`src/common/alu_macros.svh`:
```
`ifndef ALU_MACROS_SVH
`define ALU_MACROS_SVH

// ----------------------------------------------------------------------
// ALU datapath sizes
// ----------------------------------------------------------------------
`define ALU_WORD_WIDTH  16  // Operand and result width
`define ALU_SHAMT_WIDTH 4   // Shift amount taken from low bits of B
`define ALU_OP_WIDTH    4   // Opcode field in the control word

// ----------------------------------------------------------------------
// APB bus sizes
// ----------------------------------------------------------------------
`define APB_ADDR_WIDTH  8
`define APB_DATA_WIDTH  32

`endif

```
`src/common/alu_pkg.sv`:
```
`default_nettype none
`include "alu_macros.svh"

package alu_pkg;

  // Opcodes as written by the host into the control word
  typedef enum logic [`ALU_OP_WIDTH-1:0] {
    OP_NOT  = 4'h0,
    OP_AND  = 4'h1,
    OP_OR   = 4'h2,
    OP_XOR  = 4'h3,
    OP_ADD  = 4'h4,
    OP_SUB  = 4'h5,
    OP_NAND = 4'h6,
    OP_NOR  = 4'h7,
    OP_XNOR = 4'h8,
    OP_RSH  = 4'h9,
    OP_LSH  = 4'hA,
    OP_RRO  = 4'hB,
    OP_LRO  = 4'hC   // 0xD to 0xF are illegal
  } alu_op_e;

  typedef enum logic [1:0] {
    UNIT_LOGIC,
    UNIT_ARITH,
    UNIT_SHIFT,
    UNIT_NONE
  } alu_unit_e;

  typedef enum logic [1:0] {
    LOGIC_AND,
    LOGIC_OR,
    LOGIC_XOR
  } alu_logic_e;

  typedef enum logic [1:0] {
    SHIFT_RSH,
    SHIFT_LSH,
    SHIFT_RRO,
    SHIFT_LRO
  } alu_shift_e;

  typedef struct packed {
    alu_unit_e  unit;        // Output select
    alu_logic_e logic_fn;
    alu_shift_e shift_mode;
    logic       invert_b;    // SUB only
    logic       force_cin;   // SUB only
    logic       pass_a;      // NOT only
    logic       invert_out;  // NOT, NAND, NOR, XNOR
    logic       illegal;
  } alu_ctrl_t;

  typedef struct packed {
    logic                       valid;
    alu_op_e                    op;
    logic [`ALU_WORD_WIDTH-1:0] a;
    logic [`ALU_WORD_WIDTH-1:0] b;
    logic                       cin;
  } alu_req_t;

  typedef struct packed {
    logic                       valid;
    logic [`ALU_WORD_WIDTH-1:0] out;
    logic                       cout;
    logic                       illegal;
  } alu_res_t;

endpackage

`default_nettype wire

```
`src/common/apb_pkg.sv`:
```
`default_nettype none
`include "alu_macros.svh"

package apb_pkg;

  typedef struct packed {
    logic                       psel;
    logic                       penable;
    logic                       pwrite;
    logic [`APB_ADDR_WIDTH-1:0] paddr;
    logic [`APB_DATA_WIDTH-1:0] pwdata;
  } apb_req_t;

  typedef struct packed {
    logic [`APB_DATA_WIDTH-1:0] prdata;
    logic                       pready;   // Tied high, no wait states
    logic                       pslverr;
  } apb_rsp_t;

  // Register map of the ALU block
  typedef enum logic [`APB_ADDR_WIDTH-1:0] {
    REG_A      = 8'h00,
    REG_B      = 8'h04,
    REG_CTRL   = 8'h08,  // Opcode 3:0, carry-in 4
    REG_RESULT = 8'h0C,  // Result 15:0, carry-out 16
    REG_STATUS = 8'h10   // Done 0, illegal 1
  } apb_reg_e;

endpackage

`default_nettype wire

```
`src/alu/alu_logic_unit.sv`:
```
`timescale 1ns/10ps
`default_nettype none
`include "alu_macros.svh"

module alu_logic_unit #(
  parameter int REG_WIDTH = `ALU_WORD_WIDTH
) (
  input  wire logic [REG_WIDTH-1:0] a_i,
  input  wire logic [REG_WIDTH-1:0] b_i,
  input  wire logic                 cin_i,
  input  wire alu_pkg::alu_ctrl_t   ctrl_i,
  output logic [REG_WIDTH-1:0]      out_o,
  output logic                      cout_o
);

  import alu_pkg::*;

  logic [REG_WIDTH-1:0] b_adj;
  logic                 carry_in;
  logic [REG_WIDTH:0]   sum;
  logic [REG_WIDTH-1:0] bitwise;
  logic [REG_WIDTH-1:0] logic_res;

  // --------------------------------------------------------------------
  // Adder
  // --------------------------------------------------------------------
  assign b_adj    = ctrl_i.invert_b ? ~b_i : b_i;  // Two's complement for SUB
  assign carry_in = ctrl_i.force_cin | cin_i;
  assign sum      = {1'b0, a_i} + {1'b0, b_adj} + {{REG_WIDTH{1'b0}}, carry_in};

  // --------------------------------------------------------------------
  // Bitwise functions
  // --------------------------------------------------------------------
  always_comb begin
    case (ctrl_i.logic_fn)
      LOGIC_AND: bitwise = a_i & b_i;
      LOGIC_OR:  bitwise = a_i | b_i;
      LOGIC_XOR: bitwise = a_i ^ b_i;
      default:   bitwise = '0;
    endcase
  end

  assign logic_res = ctrl_i.pass_a ? a_i : bitwise;

  always_comb begin
    if (ctrl_i.unit == UNIT_ARITH) begin
      out_o  = sum[REG_WIDTH-1:0];
      cout_o = sum[REG_WIDTH];  // Carry out of the top bit
    end else begin
      out_o  = ctrl_i.invert_out ? ~logic_res : logic_res;
      cout_o = 1'b0;
    end
  end

endmodule

`default_nettype wire

```
`src/alu/alu_shifter.sv`:
```
`timescale 1ns/10ps
`default_nettype none
`include "alu_macros.svh"

module alu_shifter #(
  parameter int REG_WIDTH = `ALU_WORD_WIDTH
) (
  input  wire logic [REG_WIDTH-1:0]        a_i,
  input  wire logic [`ALU_SHAMT_WIDTH-1:0] shamt_i,
  input  wire alu_pkg::alu_shift_e         mode_i,
  output logic [REG_WIDTH-1:0]             out_o
);

  import alu_pkg::*;

  // Stage k moves the word by 2**k when shamt_i[k] is set
  logic [REG_WIDTH-1:0] stage [`ALU_SHAMT_WIDTH+1];

  assign stage[0] = a_i;

  for (genvar k = 0; k < `ALU_SHAMT_WIDTH; k++) begin : g_stage
    localparam int SH = 2 ** k;

    logic [REG_WIDTH-1:0] moved;

    always_comb begin
      case (mode_i)
        SHIFT_RSH: moved = {{SH{1'b0}}, stage[k][REG_WIDTH-1:SH]};         // Zero fill
        SHIFT_LSH: moved = {stage[k][REG_WIDTH-SH-1:0], {SH{1'b0}}};
        SHIFT_RRO: moved = {stage[k][SH-1:0], stage[k][REG_WIDTH-1:SH]};   // Wrap low bits
        default:   moved = {stage[k][REG_WIDTH-SH-1:0],
                            stage[k][REG_WIDTH-1:REG_WIDTH-SH]};           // LRO
      endcase
    end

    assign stage[k+1] = shamt_i[k] ? moved : stage[k];
  end

  assign out_o = stage[`ALU_SHAMT_WIDTH];

endmodule

`default_nettype wire

```
`src/alu/alu.sv`:
```
`timescale 1ns/10ps
`default_nettype none
`include "alu_macros.svh"

module alu #(
  parameter int REG_WIDTH = `ALU_WORD_WIDTH
) (
  input  wire logic              clk,
  input  wire logic              rst_n_i,
  input  wire alu_pkg::alu_req_t req_i,
  output alu_pkg::alu_res_t      res_o
);

  import alu_pkg::*;

  alu_ctrl_t            ctrl;
  logic [REG_WIDTH-1:0] lu_out;
  logic                 lu_cout;
  logic [REG_WIDTH-1:0] sh_out;
  logic [REG_WIDTH-1:0] unit_out;
  logic                 unit_cout;

  logic                 valid_q;
  logic [REG_WIDTH-1:0] out_q;
  logic                 cout_q;
  logic                 illegal_q;

  // --------------------------------------------------------------------
  // Opcode decode
  // --------------------------------------------------------------------
  // Fields: unit, logic fn, shift mode, inv_b, force_cin, pass_a, inv_out, illegal
  always_comb begin
    case (req_i.op)
      OP_NOT:  ctrl = '{UNIT_LOGIC, LOGIC_AND, SHIFT_RSH, 1'b0, 1'b0, 1'b1, 1'b1, 1'b0};
      OP_AND:  ctrl = '{UNIT_LOGIC, LOGIC_AND, SHIFT_RSH, 1'b0, 1'b0, 1'b0, 1'b0, 1'b0};
      OP_OR:   ctrl = '{UNIT_LOGIC, LOGIC_OR,  SHIFT_RSH, 1'b0, 1'b0, 1'b0, 1'b0, 1'b0};
      OP_XOR:  ctrl = '{UNIT_LOGIC, LOGIC_XOR, SHIFT_RSH, 1'b0, 1'b0, 1'b0, 1'b0, 1'b0};
      OP_ADD:  ctrl = '{UNIT_ARITH, LOGIC_AND, SHIFT_RSH, 1'b0, 1'b0, 1'b0, 1'b0, 1'b0};
      OP_SUB:  ctrl = '{UNIT_ARITH, LOGIC_AND, SHIFT_RSH, 1'b1, 1'b1, 1'b0, 1'b0, 1'b0};
      OP_NAND: ctrl = '{UNIT_LOGIC, LOGIC_AND, SHIFT_RSH, 1'b0, 1'b0, 1'b0, 1'b1, 1'b0};
      OP_NOR:  ctrl = '{UNIT_LOGIC, LOGIC_OR,  SHIFT_RSH, 1'b0, 1'b0, 1'b0, 1'b1, 1'b0};
      OP_XNOR: ctrl = '{UNIT_LOGIC, LOGIC_XOR, SHIFT_RSH, 1'b0, 1'b0, 1'b0, 1'b1, 1'b0};
      OP_RSH:  ctrl = '{UNIT_SHIFT, LOGIC_AND, SHIFT_RSH, 1'b0, 1'b0, 1'b0, 1'b0, 1'b0};
      OP_LSH:  ctrl = '{UNIT_SHIFT, LOGIC_AND, SHIFT_LSH, 1'b0, 1'b0, 1'b0, 1'b0, 1'b0};
      OP_RRO:  ctrl = '{UNIT_SHIFT, LOGIC_AND, SHIFT_RRO, 1'b0, 1'b0, 1'b0, 1'b0, 1'b0};
      OP_LRO:  ctrl = '{UNIT_SHIFT, LOGIC_AND, SHIFT_LRO, 1'b0, 1'b0, 1'b0, 1'b0, 1'b0};
      default: ctrl = '{UNIT_NONE,  LOGIC_AND, SHIFT_RSH, 1'b0, 1'b0, 1'b0, 1'b0, 1'b1};
    endcase
  end

  alu_logic_unit #(
    .REG_WIDTH(REG_WIDTH)
  ) u_logic_unit (
    .a_i    (req_i.a),
    .b_i    (req_i.b),
    .cin_i  (req_i.cin),
    .ctrl_i (ctrl),
    .out_o  (lu_out),
    .cout_o (lu_cout)
  );

  alu_shifter #(
    .REG_WIDTH(REG_WIDTH)
  ) u_shifter (
    .a_i     (req_i.a),
    .shamt_i (req_i.b[`ALU_SHAMT_WIDTH-1:0]),  // Low bits of B
    .mode_i  (ctrl.shift_mode),
    .out_o   (sh_out)
  );

  always_comb begin
    case (ctrl.unit)
      UNIT_LOGIC, UNIT_ARITH: begin
        unit_out  = lu_out;
        unit_cout = lu_cout;
      end
      UNIT_SHIFT: begin
        unit_out  = sh_out;
        unit_cout = 1'b0;  // Shifts never carry
      end
      default: begin
        unit_out  = '0;
        unit_cout = 1'b0;
      end
    endcase
  end

  // --------------------------------------------------------------------
  // Output register stage
  // --------------------------------------------------------------------
  always_ff @(posedge clk) begin
    if (!rst_n_i) begin
      valid_q <= 1'b0;
    end else begin
      valid_q <= req_i.valid;  // One cycle behind the request
    end
  end

  always_ff @(posedge clk) begin
    if (req_i.valid) begin
      out_q     <= unit_out;
      cout_q    <= unit_cout;
      illegal_q <= ctrl.illegal;
    end
  end

  assign res_o = '{valid: valid_q, out: out_q, cout: cout_q, illegal: illegal_q};

endmodule

`default_nettype wire

```
`src/verilog/alu_apb_regs.sv`:
```
`timescale 1ns/10ps
`default_nettype none
`include "alu_macros.svh"

module alu_apb_regs (
  input  wire logic              clk,
  input  wire logic              rst_n_i,
  input  wire apb_pkg::apb_req_t apb_req_i,
  output apb_pkg::apb_rsp_t      apb_rsp_o,
  output alu_pkg::alu_req_t      alu_req_o,
  input  wire alu_pkg::alu_res_t alu_res_i
);

  import apb_pkg::*;
  import alu_pkg::*;

  apb_reg_e                   reg_sel;
  logic                       access;
  logic                       addr_hit;
  logic                       read_only;
  logic                       slv_err;
  logic                       wr_en;
  logic                       wr_ctrl;
  logic [`APB_DATA_WIDTH-1:0] rdata;

  logic [`ALU_WORD_WIDTH-1:0] a_q;
  logic [`ALU_WORD_WIDTH-1:0] b_q;
  logic [`ALU_OP_WIDTH-1:0]   op_q;
  logic                       cin_q;
  logic                       launch_q;
  logic [`ALU_WORD_WIDTH-1:0] result_q;
  logic                       cout_q;
  logic                       done_q;
  logic                       illegal_q;

  // --------------------------------------------------------------------
  // Access decode and read mux
  // --------------------------------------------------------------------
  assign reg_sel = apb_reg_e'(apb_req_i.paddr);
  assign access  = apb_req_i.psel & apb_req_i.penable;  // Access phase only

  always_comb begin
    addr_hit  = 1'b1;
    read_only = 1'b0;
    rdata     = '0;
    case (reg_sel)
      REG_A:    rdata = `APB_DATA_WIDTH'(a_q);
      REG_B:    rdata = `APB_DATA_WIDTH'(b_q);
      REG_CTRL: rdata = `APB_DATA_WIDTH'({cin_q, op_q});
      REG_RESULT: begin
        read_only = 1'b1;
        rdata     = `APB_DATA_WIDTH'({cout_q, result_q});
      end
      REG_STATUS: begin
        read_only = 1'b1;
        rdata     = `APB_DATA_WIDTH'({illegal_q, done_q});
      end
      default: addr_hit = 1'b0;  // Unmapped offset
    endcase
  end

  assign slv_err = ~addr_hit | (apb_req_i.pwrite & read_only);
  assign wr_en   = access & apb_req_i.pwrite & ~slv_err;
  assign wr_ctrl = wr_en & (reg_sel == REG_CTRL);

  assign apb_rsp_o.prdata  = (access & ~apb_req_i.pwrite & ~slv_err) ? rdata : '0;
  assign apb_rsp_o.pready  = 1'b1;
  assign apb_rsp_o.pslverr = access & slv_err;

  // --------------------------------------------------------------------
  // Registers
  // --------------------------------------------------------------------
  always_ff @(posedge clk) begin
    if (!rst_n_i) begin
      a_q       <= '0;
      b_q       <= '0;
      op_q      <= '0;
      cin_q     <= 1'b0;
      launch_q  <= 1'b0;
      result_q  <= '0;
      cout_q    <= 1'b0;
      done_q    <= 1'b0;
      illegal_q <= 1'b0;
    end else begin
      launch_q <= wr_ctrl;  // One-cycle request pulse
      if (wr_en) begin
        case (reg_sel)
          REG_A: a_q <= apb_req_i.pwdata[`ALU_WORD_WIDTH-1:0];
          REG_B: b_q <= apb_req_i.pwdata[`ALU_WORD_WIDTH-1:0];
          REG_CTRL: begin
            op_q  <= apb_req_i.pwdata[`ALU_OP_WIDTH-1:0];
            cin_q <= apb_req_i.pwdata[`ALU_OP_WIDTH];
          end
          default: ;
        endcase
      end
      if (alu_res_i.valid) begin
        result_q  <= alu_res_i.out;
        cout_q    <= alu_res_i.cout;
        illegal_q <= alu_res_i.illegal;
        done_q    <= 1'b1;
      end
      // A new launch wins over a result landing on the same edge
      if (wr_ctrl) begin
        done_q <= 1'b0;
      end
    end
  end

  assign alu_req_o = '{valid: launch_q, op: alu_op_e'(op_q), a: a_q, b: b_q, cin: cin_q};

endmodule

`default_nettype wire

```
`src/verilog/alu_apb_top.sv`:
```
`timescale 1ns/10ps
`default_nettype none
`include "alu_macros.svh"

module alu_apb_top (
  input  wire logic              clk,
  input  wire logic              rst_n_i,
  input  wire apb_pkg::apb_req_t apb_req_i,
  output apb_pkg::apb_rsp_t      apb_rsp_o
);

  import alu_pkg::*;

  alu_req_t alu_req;  // Launch from the register block
  alu_res_t alu_res;  // Registered ALU result

  alu_apb_regs u_regs (
    .clk       (clk),
    .rst_n_i   (rst_n_i),
    .apb_req_i (apb_req_i),
    .apb_rsp_o (apb_rsp_o),
    .alu_req_o (alu_req),
    .alu_res_i (alu_res)
  );

  alu #(
    .REG_WIDTH(`ALU_WORD_WIDTH)
  ) u_alu (
    .clk     (clk),
    .rst_n_i (rst_n_i),
    .req_i   (alu_req),
    .res_o   (alu_res)
  );

endmodule

`default_nettype wire

```
`config.mk`:
```
export PLATFORM = sky130hd
export DESIGN_NAME = alu_apb_top
export DESIGN_NICKNAME = d
export VERILOG_FILES = /design/src/common/alu_pkg.sv /design/src/common/apb_pkg.sv /design/src/alu/alu_logic_unit.sv /design/src/alu/alu_shifter.sv /design/src/alu/alu.sv /design/src/verilog/alu_apb_regs.sv /design/src/verilog/alu_apb_top.sv
export VERILOG_INCLUDE_DIRS = /design/src /design/src/common
export SDC_FILE = /design/constraint.sdc
export NUM_CORES = 1
export LEC_CHECK = 0
export BUFFER_PORTS_ARGS = -buffer_cell sky130_fd_sc_hd__buf_2
export CORE_MARGIN = 8
export CORE_UTILIZATION = 55
export CTS_CLUSTER_DIAMETER = 40
export DETAILED_ROUTE_END_ITERATION = 10
export GPL_ROUTABILITY_DRIVEN = 0
export PLACE_DENSITY = 0.78
export SETUP_SLACK_MARGIN = 0.2
export SLEW_MARGIN = 20
export SYNTH_ARGS = -nofsm -noshare
export SYNTH_HDL_FRONTEND = slang
export SYNTH_HIERARCHICAL = 1
export SYNTH_SLANG_ARGS = --single-unit
```
`constraint.sdc`:
```
create_clock -name clk -period 3.7 [get_ports clk]
set_input_delay 0.74 -clock clk [delete_from_list [all_inputs] [get_ports clk]]
set_output_delay 0.74 -clock clk [all_outputs]
set_load 0.01 [all_outputs]
```
==> results of run 1 <==
## where the power goes
group          internal (mW)  switching (mW)
Combinational         0.0282          0.0559
Sequential             0.845        0.000349
Clock                  0.568           0.360
## path summary, 6_finish.rpt
| path | start | endpoint | slack [ns] | depth (start not counted) |
|---|---|---|---|---|
| hold / removal | u_regs/cin_q | u_regs/cin_q | 0.49 | 2 |
| hold reg to reg | u_regs/cin_q | u_regs/cin_q | 0.49 | 2 |
| setup reg to reg | u_regs/op_q[1] | u_alu/out_q[8] | 0.19 | 13 |
| setup / recovery | u_regs/op_q[1] | u_alu/out_q[8] | 0.19 | 13 |
## tightest hold or removal path, delay by kind of cell, from the launching register on
kind,cells,cell delay [ns]
DFF,1,0.33
muxes,1,0.05
and+or+nand+nor,1,0.06
## final cells by class
type	instances	area (um2)
Tap cell	188	235
Timing Repair Buffer	99	656
Sequential cell	76	1710
Clock inverter	6	70.1
Fill cell	1282	5960
Clock buffer	10	250
Inverter	41	154
Multi-Input combinational cell	786	5990
## state kept, by name (all words and copies together), names as in the netlist, 4 cells and up
name	cells
u_regs/op_q	4
u_regs/b_q	16
u_alu/out_q	16
u_regs/a_q	16
u_regs/result_q	16
## through the flow
| stage | hold slack [ns] | utilization, % | cell area, um2 | power [mW] |
|---|---|---|---|---|
| after floorplan | 0.450 | - | 8440 | 0.930 |
| after global placement | 0.461 | 57.3 | 8620 | 0.944 |
| after detailed placement | 0.470 | 57.3 | 8620 | 0.945 |
| after CTS | 0.483 | 59.8 | 8990 | 1.86 |
| after global routing | 0.517 | 60.3 | 9070 | 1.90 |
| final | 0.488 | 60.3 | 9070 | 1.86 |
## per-layer routing
layer / vias to the layer above / global-route usage (%) / wire, um
li1: 3598 / - / -
met1: 3656 / 32.5 / 10700
met2: 427 / 39.0 / 11300
met3: 78 / 3.72 / 2210
met4: 0 / 12.9 / 939
met5: - / 0 / 0
## cells in the final DEF (no fill, tap or decap), types with 31 or more instances in the layout
master     n
nand2_1  101
inv_1     41
a21oi_1   44
buf_4     49
nor2_1    53
nor2b_1   39
buf_2     46
dfxtp_1   53
mux2_2    35
a22oi_1   31
mux2i_1  101
ha_1      46
## kinds of logic after synthesis
family	Yosys count
AOI/OAI and AO/OA	259
other	2
adders and majority gates	49
xor gates and xnor gates	48
buffers and inverters	141
DFF	76
muxes	142
and+or+nand+nor	272
## what timing repair did
item / in CTS / in global routing
pin swaps: 5 / 10
gates resized for setup: 1 / 14
buffers inserted: 6 / 3
setup endpoints to repair: 9 / 12
gates cloned: 0 / 0
endpoints found under the hold margin: 0 / 0
==> impl_metrics.env, run 1 <==
export IMPL_leakagePower_nw=3.69
export IMPL_fin_crit_sh_pct=94.8
export IMPL_netlist_instances=989
export IMPL_clk_path_buf_depth=2
export IMPL_crit_fanout=4
export IMPL_pre_cts_ws_ns=0.0271
export IMPL_path_cells="nor4bb_4, xor2_2, fa_2, fa_2, a21o_1, a221o_1, a21o_1, a21oi_1, xor2_1, a21oi_1, and2b_1, a21oi_2, o21ai_2"
export IMPL_syn_to_final_growth_pct=8.78
export IMPL_die_width_um=139
export IMPL_synth_xor_xnor_area_share_pct=5.04
export IMPL_ys_async_sr_fraction_pct=0
export IMPL_maxCapViolations=0
export IMPL_irDropWorstVdd_v=0.000277
export IMPL_slew_violations=0
export IMPL_drc=0
export IMPL_crit_buf_inv=0
export IMPL_synth_warnings=6
export IMPL_final_hold_violation_count=0
export IMPL_fin_worst_skew_ns=0.00761
export IMPL_synthMuxAreaShare_pct=18.3
export IMPL_antenna_found_initial=0
export IMPL_worst_path_max_delay_cell="nor4bb_4"
export IMPL_wl_per_cell_um=20.8
export IMPL_clk_latency_ns=0.34
export IMPL_final_nets=1107
export IMPL_cts_buffers_inserted=9
export IMPL_floorplan_initialDensity_pct=55.5
export IMPL_drt_first_pass_iters=6
export IMPL_relSlewSlack_pct=22.6
export IMPL_clock_sink_count=76
export IMPL_rsz0062_at_grt="true"
export IMPL_fin_ws_ns=0.192
export IMPL_synth_area_top_cells="dfxtp_1 (14%), mux2i_1 (12%), ha_1 (7.1%), edfxtp_1 (6.5%), mux2_2 (4.7%)"
export IMPL_cts_root_buf="clkbuf_16"
export IMPL_totalWireLength_um=25100
export IMPL_synthFlopType="dfxtp_1"
export IMPL_setup_violations_final=0
export IMPL_endpoint_kind="flip-flop"
export IMPL_detailed_place_hpwl_um=17300
export IMPL_clk_pin_slew_worst_paths_ns=0.06
export IMPL_synth_common_cells="mux2i_1 (102), nand2_1 (101), dfxtp_1 (58), nor2_1 (53)"
export IMPL_n_antenna_cell=0
export IMPL_hold_class="flip-flop to flip-flop"
export IMPL_yosysTopAreaCell="dfxtp_1"
export IMPL_ys_seq_area_share_pct=20.4
export IMPL_fmax_ghz=0.285
export IMPL_yosys_area_share_simple_pct=16.6
export IMPL_synth_compound_area_share_pct=22.6
export IMPL_path_class="flip-flop to flip-flop"
export IMPL_min_period_ns=3.51
export IMPL_grt_pass1_wl_um=38900
export IMPL_synthAdderAreaFrac_pct=7.53
export IMPL_p_per_area_nw_per_um2=205
export IMPL_setup_tns_ns=0
export IMPL_htreeDepth=3
export IMPL_ant_nets=0
export IMPL_synth_edf_count=18
export IMPL_tightestPinTransition_ns=1.16
export IMPL_hold_buffers=0
export IMPL_vias_per_cell=6.43
export IMPL_numPortBuffers=46
export IMPL_die_h_um=139
export IMPL_syn_area_per_cell_um2=8.43
export IMPL_dp_cells=1181
export IMPL_cts_tree="done"
export IMPL_synth_top_family_by_area="compound AO/OA/AOI/OAI gates"
export IMPL_synth_distinct_cells=87
export IMPL_startpoint_type="flip-flop"
export IMPL_final_cell_count_no_fill=1206
export IMPL_slowest_delay_ns=0.42
export IMPL_ios=79
export IMPL_status="complete, no violations"
export IMPL_synth_top_area_share_pct=13.9
export IMPL_grt_overflow_total=0
export IMPL_vias=7759
export IMPL_crit_family="compound AO/OA/AOI/OAI gates"
export IMPL_drt_iter0_markers=879
export IMPL_num_rows=45
export IMPL_worstPathArrival_ns=3.58
export IMPL_synth_seq_cells=76
export IMPL_grt_pass1_vias=7186
export IMPL_final_layout_size_suffix_gt1_share_pct=21.6
export IMPL_die_area_um2=19400
export IMPL_grt_max_degree=78
export IMPL_syn_area_um2=8340
export IMPL_grtUsageTotal_pct=24.9
export IMPL_synth_most_common_cell="mux2i_1"
export IMPL_core_area_um2=15000
export IMPL_required_ns=3.78
(Power assumes the default switching activity.)
==> run 2: changes to the inputs <==
--- a/config.mk
+++ b/config.mk
@@ -8,11 +8,11 @@
 export LEC_CHECK = 0
 export BUFFER_PORTS_ARGS = -buffer_cell sky130_fd_sc_hd__buf_2
 export CORE_MARGIN = 8
-export CORE_UTILIZATION = 55
+export CORE_UTILIZATION = 40
 export CTS_CLUSTER_DIAMETER = 40
+export CTS_CLUSTER_SIZE = 8
 export DETAILED_ROUTE_END_ITERATION = 10
 export GPL_ROUTABILITY_DRIVEN = 0
-export PLACE_DENSITY = 0.78
 export SETUP_SLACK_MARGIN = 0.2
 export SLEW_MARGIN = 20
 export SYNTH_ARGS = -nofsm -noshare
==> impl_metrics.env, run 2 (synthesized netlist as in run 1, its figures left out) <==
export IMPL_fmax_ghz=0.289
export IMPL_fin_ws_ns=0.239
export IMPL_drt_iter0_markers=761
export IMPL_final_cell_mix="nand2_1 (101), mux2i_1 (101), nor2_1 (53), dfxtp_1 (53), buf_4 (51)"
export IMPL_cts_root_buf="clkbuf_16"
export IMPL_irDropWorstVdd_v=0.000202
export IMPL_p_per_area_nw_per_um2=195
export IMPL_clk_latency_ns=0.33
export IMPL_die_width_um=160
export IMPL_status="complete, no violations"
export IMPL_final_layout_size_suffix_gt1_share_pct=22.0
export IMPL_totalWireLength_um=25300
export IMPL_hold_class="flip-flop to flip-flop"
export IMPL_n_antenna_cell=0
export IMPL_wl_met1_um=11700
export IMPL_endpoint_kind="flip-flop"
export IMPL_r2r_slack_ns=0.24
export IMPL_floorplan_initialDensity_pct=40.2
export IMPL_clock_sink_count=76
export IMPL_wl_per_cell_um=19.5
export IMPL_rsz0062_at_grt="true"
export IMPL_final_nets=1110
export IMPL_drt_first_pass_iters=5
export IMPL_final_hold_violation_count=0
export IMPL_leakagePower_nw=3.70
export IMPL_fin_worst_skew_ns=0.00604
export IMPL_setup_tns_ns=0
export IMPL_clk_path_buf_depth=2
export IMPL_hold_buffers=0
export IMPL_slew_violations=0
export IMPL_relSlewSlack_pct=27.3
export IMPL_final_cell_count_no_fill=1296
export IMPL_core_area_um2=20800
export IMPL_pre_cts_ws_ns=0.0669
export IMPL_wl_met3_um=1450
export IMPL_clk_pin_slew_worst_paths_ns=0.06
export IMPL_grtUsageTotal_pct=18.9
export IMPL_r2r_end="u_alu/out_q[12]"
export IMPL_syn_to_final_growth_pct=10.5
export IMPL_r2r_start="u_regs/op_q[3]"
export IMPL_grt_pass1_vias=7062
export IMPL_cts_tree="done"
export IMPL_antenna_found_initial=0
export IMPL_highest_layer="met4"
export IMPL_required_ns=3.78
export IMPL_drc=0
export IMPL_maxCapViolations=0
export IMPL_vias_per_cell=5.82
export IMPL_vias=7537
export IMPL_detailed_place_hpwl_um=18000
export IMPL_fin_crit_sh_pct=93.5
export IMPL_wl_met2_um=11500
export IMPL_crit_start="u_regs/op_q[3]"
export IMPL_ant_nets=0
export IMPL_crit_path_end="u_alu/out_q[12]"
export IMPL_startpoint_type="flip-flop"
export IMPL_grt_pass1_wl_um=39800
export IMPL_p_sw_share_pct=22.3
export IMPL_hold_start="u_regs/done_q"
export IMPL_cts_buffers_inserted=9
export IMPL_grt_overflow_total=0
export IMPL_r2r_cells=13
export IMPL_num_rows=53
export IMPL_ios=79
export IMPL_die_area_um2=25700
export IMPL_htreeDepth=3
export IMPL_grt_max_degree=78
export IMPL_worstPathArrival_ns=3.54
export IMPL_dp_cells=1267
export IMPL_pwr_share_comb_pct=4.7
export IMPL_tightestPinTransition_ns=1.09
export IMPL_setup_violations_final=0
export IMPL_power_mw=1.80
export IMPL_numPortBuffers=46
export IMPL_switchingPower_mw=0.402
export IMPL_p_seq_share_pct=47.0
export IMPL_path_class="flip-flop to flip-flop"
export IMPL_crit_fanout=4
export IMPL_min_period_ns=3.46
export IMPL_fin_util_pct=44.4
export IMPL_cell_internal_pwr_mw=1.40
export IMPL_die_h_um=160
export IMPL_p_clk_share_pct=48.3
## run 2: cell count changes in the layout (fill, tap and decap cells not counted), moves of 2 or more
cell	change
a21oi_2	+2
a21oi_1	-2
buf_4	+2
buf_12	+2
## run 2: worst min-delay path by stage
stage	endpoint	slack, ns	depth (start not counted)
after global placement	u_regs/done_q	0.46	1
after detailed placement	u_regs/done_q	0.47	1
after CTS	u_regs/done_q	0.48	1
final	u_regs/done_q	0.48	1
after global routing	u_regs/done_q	0.51	1
after floorplan	u_regs/cin_q	0.45	2
## run 2: metrics by stage
stage / cell area (um2) / hold WS [ns]
3_3_place_gp: 8720 / 0.460
2_1_floorplan: 8440 / 0.450
5_1_grt: 9220 / 0.515
6_report: 9220 / 0.481
3_5_place_dp: 8720 / 0.469
4_1_cts: 9070 / 0.482
## run 2: critical path, stage by stage (launching register included)
cell	delay (ns)
dfxtp_4	0.35
nor4bb_4	0.41
xor2_2	0.12
fa_2	0.38
fa_2	0.35
a21o_1	0.19
a221o_1	0.38
a221oi_2	0.29
buf_4	0.17
xor2_2	0.14
a21oi_2	0.09
nor2b_1	0.16
a21oi_2	0.12
o21ai_2	0.06
## run 2: layer usage
layer  global-route usage [%]  up-vias
met5                        0        -
met4                     6.16        0
met3                     2.56       57
met2                     30.8      274
met1                     25.3     3606
li1                         -     3600
## run 2: power groups by stage
stage	clock network, mW	registers [mW]	logic [mW]
finish	0.867	0.845	0.0844
detailed placement	0	0.863	0.0832
global placement	0	0.863	0.0828
CTS	0.877	0.845	0.0835
global route	0.908	0.845	0.0921
floorplan	0	0.863	0.0673
## run 2: timing repair
item	CTS	global route
setup endpoints to repair	8	15
gates cloned	0	0
gates resized for setup	2	18
endpoints found under the hold margin	0	0
buffers inserted	3	10
pin swaps	5	9
## run 2: cell type report
class,count,area [um2]
fill,2035,11500
clock buffer,10,229
inverter,41,154
multi-input combinational,786,6010
timing repair buffer,102,699
clock inverter,6,65.1
sequential,76,1710
tap,275,344
